**src/common/ioPkg.sv**
```systemverilog
package ioPkg;

    localparam int dataWidth    = 16;
    localparam int portBytes    = 8;
    localparam int bufWords     = 4;
    localparam int portCount    = 4;
    localparam int regAddrWidth = 4;

    typedef logic [dataWidth-1:0]     dataWord_t;  // data or byte address.
    typedef logic [portBytes*8-1:0]   portLine_t;
    typedef logic [regAddrWidth-1:0]  regDest_t;
    typedef logic [3:0]               minorOp_t;

    // buffer word within a line, address bits [2:1].
    typedef logic [1:0]               wordIdx_t;

    // port register, address bits [4:3].
    typedef logic [1:0]               portIdx_t;

    // minor opcode bits [3:2].
    typedef enum logic [1:0] {
        kindOther      = 2'b00,
        kindStore      = 2'b01,
        kindAtomicLoad = 2'b10,
        kindStatusLoad = 2'b11
    } cmdKind_e;

    typedef enum logic [1:0] {
        issueIdle = 2'b00,  // queue empty.
        issueOne  = 2'b01,
        issueTwo  = 2'b10   // queue full.
    } issueState_e;

endpackage

```
**src/common/ioIssueIf.sv**
```systemverilog
interface ioIssueIf;
    import ioPkg::*;

    minorOp_t  op;
    regDest_t  regDest;
    dataWord_t addr;
    dataWord_t data;
    logic      req;  // buffer can take a command.
    logic      ack;  // issuer offers a command.

    modport issuer (
        output op, regDest, addr, data, ack,
        input  req
    );

    modport buffer (
        input  op, regDest, addr, data, ack,
        output req
    );

endinterface

```
**src/common/ioPortIf.sv**
```systemverilog
interface ioPortIf;
    import ioPkg::*;

    minorOp_t  op;
    regDest_t  regDest;
    dataWord_t addr;
    portLine_t line;  // gathered store line.
    logic      ack;   // released command is held.
    logic      req;   // target is not stalled.

    modport buffer (
        output op, regDest, addr, line, ack,
        input  req
    );

    modport target (
        input  op, regDest, addr, line, ack,
        output req
    );

endinterface

```
**src/cmdbuffer/ioCommandBuffer.sv**
```systemverilog
module ioCommandBuffer (
    input  logic     clk,
    input  logic     rstN,
    ioIssueIf.buffer issue,
    ioPortIf.buffer  port
);
    import ioPkg::*;

    cmdKind_e  kind;
    wordIdx_t  wordIdx;
    logic      isStore;
    logic      upperByte;
    logic      releaseCmd;
    logic      inXfer;
    logic      outXfer;
    logic      active;
    minorOp_t  opHeld;
    regDest_t  regDestHeld;
    dataWord_t addrHeld;
    dataWord_t bufWord [bufWords];
    dataWord_t alignedWord [bufWords];

    assign kind    = cmdKind_e'(issue.op[3:2]);
    assign wordIdx = wordIdx_t'(issue.addr[2:1]);
    assign isStore = (kind == kindStore);

    // half-word always covers the upper byte, a byte only at odd addresses.
    assign upperByte = (issue.op[1:0] != 2'b00) || issue.addr[0];

    // line goes out on the upper byte of the last word, other kinds go at once.
    assign releaseCmd = !isStore || ((wordIdx == wordIdx_t'(bufWords - 1)) && upperByte);

    assign inXfer  = issue.req && issue.ack;
    assign outXfer = port.ack && port.req;

    always_ff @(posedge clk or negedge rstN) begin
        if (!rstN) begin
            active <= 1'b0;
        end else if (inXfer) begin
            active <= releaseCmd;
        end else if (outXfer) begin
            active <= 1'b0;
        end
    end

    always_ff @(posedge clk or negedge rstN) begin
        if (!rstN) begin
            opHeld      <= '0;
            regDestHeld <= '0;
            addrHeld    <= '0;
        end else if (inXfer && releaseCmd) begin
            opHeld      <= issue.op;
            regDestHeld <= issue.regDest;
            addrHeld    <= issue.addr;
        end
    end

    generate
        for (genvar i = 0; i < bufWords; i++) begin : gAlign
            ioStoreAlign uAlign (
                .op      (issue.op),
                .addr    (issue.addr),
                .data    (issue.data),
                .oldWord (bufWord[i]),
                .newWord (alignedWord[i])
            );
        end
    endgenerate

    // words are not cleared on release, the next line starts from them.
    always_ff @(posedge clk or negedge rstN) begin
        if (!rstN) begin
            for (int i = 0; i < bufWords; i++) begin
                bufWord[i] <= '0;
            end
        end else if (inXfer && isStore) begin
            bufWord[wordIdx] <= alignedWord[wordIdx];
        end
    end

    assign issue.req    = !active;  // one command in flight.
    assign port.ack     = active;
    assign port.op      = opHeld;
    assign port.regDest = regDestHeld;
    assign port.addr    = addrHeld;
    assign port.line    = {bufWord[3], bufWord[2], bufWord[1], bufWord[0]};

endmodule

```
**src/cmdbuffer/ioStoreAlign.sv**
```systemverilog
module ioStoreAlign (
    input  ioPkg::minorOp_t  op,
    input  ioPkg::dataWord_t addr,
    input  ioPkg::dataWord_t data,
    input  ioPkg::dataWord_t oldWord,
    output ioPkg::dataWord_t newWord
);

    logic byteStore;

    // sizes above a half-word fill the whole word here too.
    assign byteStore = (op[1:0] == 2'b00);

    always_comb begin
        if (!byteStore) begin
            newWord = data;
        end else if (addr[0]) begin
            newWord = {data[7:0], oldWord[7:0]};  // high byte.
        end else begin
            newWord = {oldWord[15:8], data[7:0]};
        end
    end

endmodule

```
**src/issue/ioCommandIssuer.sv**
```systemverilog
module ioCommandIssuer (
    input  logic             clk,
    input  logic             rstN,
    input  logic             cmdValid,
    output logic             cmdReady,
    input  ioPkg::minorOp_t  cmdOp,
    input  ioPkg::regDest_t  cmdRegDest,
    input  ioPkg::dataWord_t cmdAddr,
    input  ioPkg::dataWord_t cmdData,
    ioIssueIf.issuer         issue
);
    import ioPkg::*;

    issueState_e state;
    minorOp_t    opQ [2];
    regDest_t    regDestQ [2];
    dataWord_t   addrQ [2];
    dataWord_t   dataQ [2];
    logic        enq;
    logic        deq;
    logic        enqSlot;

    assign cmdReady = (state != issueTwo);
    assign enq      = cmdValid && cmdReady;
    assign deq      = issue.ack && issue.req;

    // new entry lands at the head when the queue is, or is becoming, empty.
    assign enqSlot = !((state == issueIdle) || (state == issueOne && deq));

    always_ff @(posedge clk or negedge rstN) begin
        if (!rstN) begin
            state <= issueIdle;
        end else begin
            case (state)
                issueIdle: begin
                    if (enq) state <= issueOne;
                end
                issueOne: begin
                    if (enq && !deq) begin
                        state <= issueTwo;
                    end else if (deq && !enq) begin
                        state <= issueIdle;
                    end
                end
                issueTwo: begin
                    if (deq) state <= issueOne;
                end
                default: state <= issueIdle;
            endcase
        end
    end

    always_ff @(posedge clk or negedge rstN) begin
        if (!rstN) begin
            for (int i = 0; i < 2; i++) begin
                opQ[i]      <= '0;
                regDestQ[i] <= '0;
                addrQ[i]    <= '0;
                dataQ[i]    <= '0;
            end
        end else begin
            if (deq) begin  // second entry moves up.
                opQ[0]      <= opQ[1];
                regDestQ[0] <= regDestQ[1];
                addrQ[0]    <= addrQ[1];
                dataQ[0]    <= dataQ[1];
            end
            if (enq) begin
                opQ[enqSlot]      <= cmdOp;
                regDestQ[enqSlot] <= cmdRegDest;
                addrQ[enqSlot]    <= cmdAddr;
                dataQ[enqSlot]    <= cmdData;
            end
        end
    end

    assign issue.ack     = (state != issueIdle);
    assign issue.op      = opQ[0];
    assign issue.regDest = regDestQ[0];
    assign issue.addr    = addrQ[0];
    assign issue.data    = dataQ[0];

endmodule

```
**src/logic/ioPortTarget.sv**
```systemverilog
module ioPortTarget (
    input  logic              clk,
    input  logic              rstN,
    input  logic              portStall,
    ioPortIf.target           port,
    output logic              portWrite,
    output ioPkg::portIdx_t   portWriteIdx,
    output ioPkg::portLine_t  portWriteData,
    output logic              rspValid,
    output ioPkg::regDest_t   rspRegDest,
    output ioPkg::dataWord_t  rspData
);
    import ioPkg::*;

    portLine_t portReg [portCount];
    dataWord_t lineCount;  // line writes since reset.
    cmdKind_e  kind;
    portIdx_t  portIdx;
    wordIdx_t  wordIdx;
    logic      outXfer;

    assign port.req = !portStall;
    assign outXfer  = port.ack && port.req;
    assign kind     = cmdKind_e'(port.op[3:2]);
    assign portIdx  = portIdx_t'(port.addr[4:3]);
    assign wordIdx  = wordIdx_t'(port.addr[2:1]);

    always_ff @(posedge clk or negedge rstN) begin
        if (!rstN) begin
            for (int i = 0; i < portCount; i++) begin
                portReg[i] <= '0;
            end
            lineCount     <= '0;
            portWrite     <= 1'b0;
            portWriteIdx  <= '0;
            portWriteData <= '0;
            rspValid      <= 1'b0;
            rspRegDest    <= '0;
            rspData       <= '0;
        end else begin
            portWrite <= 1'b0;
            rspValid  <= 1'b0;
            if (outXfer) begin
                if (kind == kindStore) begin
                    portReg[portIdx] <= port.line;
                    lineCount        <= lineCount + 1'b1;
                    portWrite        <= 1'b1;
                    portWriteIdx     <= portIdx;
                    portWriteData    <= port.line;
                end else begin
                    rspValid   <= 1'b1;
                    rspRegDest <= port.regDest;
                    case (kind)
                        kindAtomicLoad: rspData <= portReg[portIdx][wordIdx*dataWidth +: dataWidth];
                        kindStatusLoad: rspData <= lineCount;
                        default:        rspData <= '0;  // opcode kind 00.
                    endcase
                end
            end
        end
    end

endmodule

```
**src/logic/ioSubsystem.sv**
```systemverilog
module ioSubsystem (
    input  logic              clk,
    input  logic              rstN,

    input  logic              cmdValid,
    output logic              cmdReady,
    input  ioPkg::minorOp_t   cmdOp,
    input  ioPkg::regDest_t   cmdRegDest,
    input  ioPkg::dataWord_t  cmdAddr,
    input  ioPkg::dataWord_t  cmdData,

    output logic              portWrite,
    output ioPkg::portIdx_t   portWriteIdx,
    output ioPkg::portLine_t  portWriteData,
    output logic              rspValid,
    output ioPkg::regDest_t   rspRegDest,
    output ioPkg::dataWord_t  rspData,
    input  logic              portStall
);

    ioIssueIf issueBus ();
    ioPortIf  portBus ();

    ioCommandIssuer uIssuer (
        .clk        (clk),
        .rstN       (rstN),
        .cmdValid   (cmdValid),
        .cmdReady   (cmdReady),
        .cmdOp      (cmdOp),
        .cmdRegDest (cmdRegDest),
        .cmdAddr    (cmdAddr),
        .cmdData    (cmdData),
        .issue      (issueBus.issuer)
    );

    ioCommandBuffer uBuffer (
        .clk   (clk),
        .rstN  (rstN),
        .issue (issueBus.buffer),
        .port  (portBus.buffer)
    );

    ioPortTarget uTarget (
        .clk           (clk),
        .rstN          (rstN),
        .portStall     (portStall),
        .port          (portBus.target),
        .portWrite     (portWrite),
        .portWriteIdx  (portWriteIdx),
        .portWriteData (portWriteData),
        .rspValid      (rspValid),
        .rspRegDest    (rspRegDest),
        .rspData       (rspData)
    );

endmodule

```
**config.mk**
```make
export PLATFORM = sky130hd
export DESIGN_NAME = ioSubsystem
export DESIGN_NICKNAME = d
export VERILOG_FILES = /design/src/common/ioPkg.sv /design/src/common/ioIssueIf.sv /design/src/common/ioPortIf.sv /design/src/cmdbuffer/ioCommandBuffer.sv /design/src/cmdbuffer/ioStoreAlign.sv /design/src/issue/ioCommandIssuer.sv /design/src/logic/ioPortTarget.sv /design/src/logic/ioSubsystem.sv
export SDC_FILE = /design/constraint.sdc
export NUM_CORES = 1
export LEC_CHECK = 0
export BUFFER_PORTS_ARGS = -buffer_cell sky130_fd_sc_hd__buf_2
export CORE_ASPECT_RATIO = 0.75
export CORE_MARGIN = 5
export CORE_UTILIZATION = 55
export CTS_BUF_LIST = sky130_fd_sc_hd__clkbuf_8
export CTS_CLUSTER_DIAMETER = 80
export DETAILED_ROUTE_END_ITERATION = 12
export PLACE_DENSITY = 0.73
export RECOVER_POWER = 50
export SYNTH_ARGS = -nofsm -noshare
export SYNTH_HDL_FRONTEND = slang
export SYNTH_SLANG_ARGS = --single-unit
export TNS_END_PERCENT = 1
```
**constraint.sdc**
```tcl
create_clock -name clk -period 2.2 [get_ports clk]
set_input_delay 0.44 -clock clk [delete_from_list [all_inputs] [get_ports clk]]
set_output_delay 0.44 -clock clk [all_outputs]
set_load 0.02 [all_outputs]
```
### Word level (Yosys, flattened, before mapping)

Cells that the tools add are included.

| storage, ports and cells | value |
|---|---|
| output and inout port bits | 89 |
| bits of input ports | 44 |
| logic and storage cells | 128 |
| bits in registers | 520 |

| operators by class | value |
|---|---|
| add/sub/neg operators | 1 |
| equality and inequality tests | 11 |
| shift-type cells | 1 |
| reductions and logical operators | 29 |
| bitwise logic cells | 4 |
| mux-type cells | 48 |
| $lt $le $gt $ge | 6 |

Operators with widths:

| operator | count |
|---|---|
| $bwmux 256 | 1 |
| $mux 16 | 14 |
| $mux 64 | 3 |
| $bmux 64 s2 | 1 |
| $demux 64 s2 | 1 |
| $bwmux 32 | 2 |
| $bwmux 64 | 1 |
| $mux 32 | 2 |
| $shiftx 64x7->16 | 1 |
| $bmux 16 s2 | 1 |
| $demux 16 s2 | 1 |
| $pmux 16 s2 | 1 |
| $add 16x1->16 const B | 1 |
| $bwmux 8 | 2 |
| $demux 16 s1 | 1 |
| $mux 8 | 2 |
| $logic_and 1x1->1 | 12 |
| $mux 4 | 3 |
| $eq 2x2->1 const B | 4 |
| $mux 2 | 4 |
| $eq 2x1->1 const B | 3 |
| $ge 3x3->1 const B | 2 |
| $logic_not 1->1 | 6 |
| $lt 3x1->1 const B | 2 |
| 16 further kinds | 29 |

### Logic depth before layout (Yosys ltp)

| depth | value |
|---|---|
| depth after elaboration | 12 |
| mapped depth | 7 |
| depth with buffers taken out | 5 |

### Modules after synthesis

A second synthesis with hierarchy kept.

| unflattened totals | value |
|---|---|
| cells, all modules | 1,874 |
| area, all modules | 24,532.3 µm² |

By module, submodules not included:

| module | area each (µm²) | cells an instance | seq. area each (µm²) | times used |
|---|---|---|---|---|
| ioPortTarget | 15,770.1 | 1,141 | 9,008.6 | 1 |
| ioCommandIssuer | 3,799.9 | 363 | 2,052.0 | 1 |
| ioCommandBuffer | 3,761.1 | 218 | 2,227.1 | 1 |
| ioStoreAlign | 300.3 | 38 | 0.0 | 4 |

### Least setup slack after synthesis

OpenSTA, ideal clock, no wires.

| timing path | value |
|---|---|
| path kind | flip-flop to flip-flop |
| start point | register uBuffer.active (netlist: uBuffer.port.ack) |
| end point | register uIssuer.state[1] |
| data required time | 2.116 ns |
| setup time | 0.084 ns |
| setup slack | 0.301 ns |
| cell stages (with the launch flop) | 7 |
| buffers on the path | 2 |
| data arrival time | 1.815 ns |
| clock period less this slack | 1.899 ns |
| path through | dfrtp_1 -> o21bai_1 -> buf_4 -> buf_2 -> ha_1 -> or4bb_1 -> o21ai_0 |

| on the way | value |
|---|---|
| word-level cells in the longest chain between the ends | 6 |
| elaborated cells between the ends (all ways) | 10 |
| those cells by class | 2 x eq/ne; 2 x mux; 6 x reduce/logical |

Ends and longest elaborated chain:

| item | line | source |
|---|---|---|
| start, declared | ioCommandBuffer.sv:16 | `logic active;` |
| start signal, assigned | ioCommandBuffer.sv:40 | `active <= releaseCmd;` |
| $logic_not 1->1 (*) | ioCommandBuffer.sv:81 | `assign issue.req = !active;` |
| $logic_and 1x1->1 (*) | ioCommandIssuer.sv:25 | `assign deq = issue.ack && issue.req;` |
| $logic_not 1->1 | ioCommandIssuer.sv:39 | `if (enq && !deq) begin` |
| $logic_and 1x1->1 | ioCommandIssuer.sv:39 |  |
| $ne 3x3->1 (no source line) / $mux 2 (equally long branches) | n/a |  |
| $reduce_and 3->1 (no source line) / $pmux 2 s3 (equally long branches) | n/a |  |
| end signal, assigned | ioCommandIssuer.sv:40 | `state <= issueTwo;` |
| end signal, assigned | ioCommandIssuer.sv:42 | `state <= issueIdle;` |
| end signal, assigned | ioCommandIssuer.sv:46 | `if (deq) state <= issueOne;` |
| end, declared | ioCommandIssuer.sv:14 | `issueState_e state;` |

Every way passes the cells marked *; elsewhere a longest branch is shown, timed or not.
A chain may end at the register's enable or synchronous reset.

### Worst setup path in the final report

| timing path | value |
|---|---|
| start point | register uBuffer.addrHeld[3] (netlist: uBuffer.port.addr[3]) |
| end point | register uTarget.rspData[10] |

| on the way | value |
|---|---|
| word-level cells in the longest chain between the ends | 6 |

Ends and longest elaborated chain:

| item | line | source |
|---|---|---|
| start, declared | ioCommandBuffer.sv:19 | `dataWord_t addrHeld;` |
| start signal, assigned | ioCommandBuffer.sv:54 | `addrHeld <= issue.addr;` |
| $not 2->3 (implied by the code) | ioPortTarget.sv:54 | `kindAtomicLoad: rspData <= portReg[portIdx][wordIdx*dataWidth +: dataWidth];` |
| $bmux 64 s2 | ioPortTarget.sv:54 |  |
| $mux 64 (implied by the code) (2 in a row) | ioPortTarget.sv:54 |  |
| $shiftx 64x7->16 | ioPortTarget.sv:54 |  |
| $pmux 16 s2 | ioPortTarget.sv:53 | `case (kind)` |
| end signal, assigned | ioPortTarget.sv:54 |  |
| end signal, assigned | ioPortTarget.sv:55 | `kindStatusLoad: rspData <= lineCount;` |
| end, declared | ioPortTarget.sv:11 | `output ioPkg::dataWord_t rspData` |

Every way passes these cells. The select of a mux whose other input is x is not followed.

==> results.sh <==
export IMPL_worstSetupEndpointType="flop"
export IMPL_synthArstFlopShare=1.00
export IMPL_powerDensity_nw_per_um2=1530
export IMPL_grtUsageMet3=0.0529
export IMPL_gp_congestion=0.849
export IMPL_leakage_nw=12.3
export IMPL_die_w_um=242
export IMPL_status="completed"
export IMPL_tightest_slew_ps=883
export IMPL_required_ps=2750
export IMPL_post_cts_setup_buffers=0
export IMPL_reg2reg_slack_ps=110
export IMPL_crit_path_start_kind="flop"
export IMPL_synth_net_count=1743
export IMPL_grt_use_met2=0.390
export IMPL_cp_slowest_cell="a2111oi_0"
export IMPL_yosysWarningCount=0
export IMPL_wl_per_cell_um=23.0
export IMPL_cts_root_buf="clkbuf_8"
export IMPL_dp_cells=2318
export IMPL_final_core_util=0.632
export IMPL_grtUsageTotal=0.255
export IMPL_hold_path_class="in2reg"
export IMPL_floorplan_initialDensity=0.559
export IMPL_antenna_found_initial=0
export IMPL_clkTransAtPathRegs_ps=70
export IMPL_dr_total_vias=14600
export IMPL_fin_cells=2451
export IMPL_drv_slew=0
export IMPL_min_to="uIssuer.opQ[0]"
export IMPL_grt_met1_usage=0.380
export IMPL_r2r_cells=4
export IMPL_rsz0062_at_grt="false"
export IMPL_fin_hold_ws_ps=48.5
export IMPL_dp_hpwl_mm=38.2
export IMPL_fmax_mhz=477
export IMPL_htree_levels=3
export IMPL_reg2reg_to="uTarget.rspData[10]"
export IMPL_layout_setup_ws_ps=106
export IMPL_synth_edf_count=0
export IMPL_setup_violations=0
export IMPL_layout_min_cycle_time_ps=2090
export IMPL_critPathArrivalTime_ps=2650
export IMPL_ys_seq_area_frac=0.558
export IMPL_whs_path_depth=2
export IMPL_avgSynthCellArea_um2=13.1
export IMPL_ys_types=57
export IMPL_vdd_drop_max_mv=0.698
export IMPL_rr_startpoint="uBuffer.port.addr[3]"
export IMPL_max_stage_delay_ps=610
export IMPL_drt_iter0_markers=1405
export IMPL_cp_max_fo=92
export IMPL_numCtsBuffers=77
export IMPL_crit_chain="buf_12 > mux2i_1 > a2111oi_0 > a211o_1"
export IMPL_fillCellCount=3082
export IMPL_port_buffers=121
export IMPL_rows=63
export IMPL_fp_dieH_um=184
export IMPL_viasPerCell=5.97
export IMPL_ys_flop_type="dfrtp_1"
export IMPL_fp_dieArea_um2=44500
export IMPL_pre_cts_ws_ps=53.8
export IMPL_grt_busiest_layer="met2"
export IMPL_pin_count=133
export IMPL_dr_pass1_iters=5
export IMPL_clkSinkCount=495
export IMPL_critPathKind="reg2reg"
export IMPL_nets=1924
export IMPL_coreArea_um2=39700
export IMPL_grt_pass1_wl_mm=89.0
export IMPL_hold_viol=0
export IMPL_drive_gt1_frac=0.348
export IMPL_clock_latency_ps=640
export IMPL_setup_tns_ps=0
export IMPL_grt_max_degree=113
export IMPL_syn_area_um2=22200
export IMPL_holdCritStartpoint="cmdOp[0]"
export IMPL_globalRouteOverflowTotal=0
export IMPL_synth_seq_cells=495
export IMPL_drt_wl_total_mm=56.5
export IMPL_synthCells=1697
export IMPL_grt_pass1_vias=15000
export IMPL_max_cap_violations=0
export IMPL_area_delta_synth_final_pct=13.0
export IMPL_antenna_left=0
export IMPL_drc=0
export IMPL_cts_buffer_depth=3
export IMPL_period_share=0.952
export IMPL_cts_tree="built"
export IMPL_final_setup_skew_ps=44.8
export IMPL_maxSlewHeadroom=0.411
routing by layer:
layer / vias up / routed length [um]
li1: 6437 / -
met1: 7658 / 26300
met2: 434 / 25400
met3: 97 / 3510
met4: 0 / 1220
met5: - / 0
repair_timing:
item,CTS,global route
hold buffers,1,0
gates resized for setup,0,0
hold endpoints to repair,114,0
area by class of cell:
| class | count | area (um2) | area share |
|---|---|---|---|
| Sequential cell | 495 | 12400 | 0.494 |
| Antenna cell | 1 | 2.50 | 0.0000997 |
| Inverter | 8 | 30.0 | 0.00120 |
| Multi-Input combinational cell | 1082 | 9110 | 0.363 |
| Clock inverter | 40 | 174 | 0.00693 |
| Clock buffer | 91 | 1250 | 0.0499 |
| Timing Repair Buffer | 214 | 1490 | 0.0592 |
| Tap cell | 520 | 651 | 0.0259 |
where the power goes:
part / total, mW / switching [mW] / internal [mW]
registers: 16.5 / 3.64 / 12.9
clock network: 7.28 / 3.54 / 3.74
logic: 14.7 / 7.59 / 7.07
total: 38.5 / 14.8 / 23.7
cell families after synthesis:
| kind of cell | count (synthesis) | synth area share |
|---|---|---|
| fa+ha+maj | 2 | 0.00113 |
| xor+xnor | 15 | 0.00592 |
| flops | 495 | 0.558 |
| mux | 472 | 0.260 |
| simple gates | 387 | 0.0797 |
| compound gates | 206 | 0.0616 |
| buf+inv | 120 | 0.0333 |
critical path, delay by kind of cell, from the launching register on:
kind	cells	cell delay (ps)
flip-flops	1	550
AO/OA/AOI/OAI	2	820
buffers and inverters	1	440
multiplexers	1	140
how the worst max path moves through the flow:
stage / to / cells past startpoint / slack [ps] / start
after floorplan: uIssuer.state[1] / 6 / 300 / uBuffer.port.ack
after global placement: uTarget.lineCount[14] / 6 / 90 / portStall
after detailed placement: uTarget.portReg[222] / 5 / 50 / portStall
after CTS: uTarget.rspData[3] / 6 / 110 / uBuffer.port.addr[3]
after global routing: uTarget.portWrite / 4 / 20 / rstN
final: uTarget.rspData[10] / 4 / 110 / uBuffer.port.addr[3]
layout by cell type (no fill, tap or decap), types with 48 or more instances in the layout:
master,Yosys,routed
buf_4,15,65
mux2i_1,91,91
mux2_2,301,301
nor2_1,75,75
clkbuf_8,0,91
a21oi_1,100,100
dfrtp_1,495,493
mux4_2,48,48
buf_2,36,104
nand2_1,224,222
state kept, by name, indices dropped and copies added, names as in the netlist, 4 cells and up:
register               cells
uTarget.portReg          256
uBuffer.port.line         64
uTarget.portWriteData     64
uIssuer.dataQ             16
uIssuer.issue.data        16
uTarget.lineCount         16
uTarget.rspData           16
uIssuer.addrQ              5
uIssuer.issue.addr         5
uBuffer.port.addr          4
uBuffer.port.regDest       4
uIssuer.issue.op           4
uIssuer.issue.regDest      4
uIssuer.opQ                4
uIssuer.regDestQ           4
uTarget.rspRegDest         4
synth_stat cells (all sizes together) (2+ instances only):
cell type | n | area share
a211oi | 30 | 0.010
dfrtp | 495 | 0.56
clkbuf | 26 | 0.0044
mux4 | 48 | 0.049
o21ai | 4 | 0.00090
buf | 86 | 0.028
o2bb2ai | 16 | 0.0063
nor4 | 3 | 0.0029
ha | 2 | 0.0011
a211o | 15 | 0.0059
and2 | 2 | 0.00056
a2111oi | 15 | 0.0059
xnor2 | 13 | 0.0051
inv | 8 | 0.0014
nand3 | 8 | 0.0020
mux2i | 91 | 0.041
nand2b | 5 | 0.0014
xor2 | 2 | 0.00079
nand4 | 2 | 0.00056
nor3 | 18 | 0.0053
a21oi | 100 | 0.023
and3 | 3 | 0.00085
nor3b | 3 | 0.0010
nand2 | 225 | 0.038
nor2b | 33 | 0.0093
nand3b | 2 | 0.00068
a22o | 16 | 0.0063
nor2 | 76 | 0.013
mux2 | 333 | 0.17
o22ai | 2 | 0.00056
per-stage QoR:
| step | instance area (um2) | total power [mW] |
|---|---|---|
| final | 25100 | 38.5 |
| after global routing | 25100 | 40.7 |
| after CTS | 25200 | 38.7 |
| after detailed placement | 23800 | 31.3 |
| after global placement | 23800 | 30.7 |
| after floorplan | 22200 | 25.5 |
Note: power is estimated with default switching activity, not from simulation.
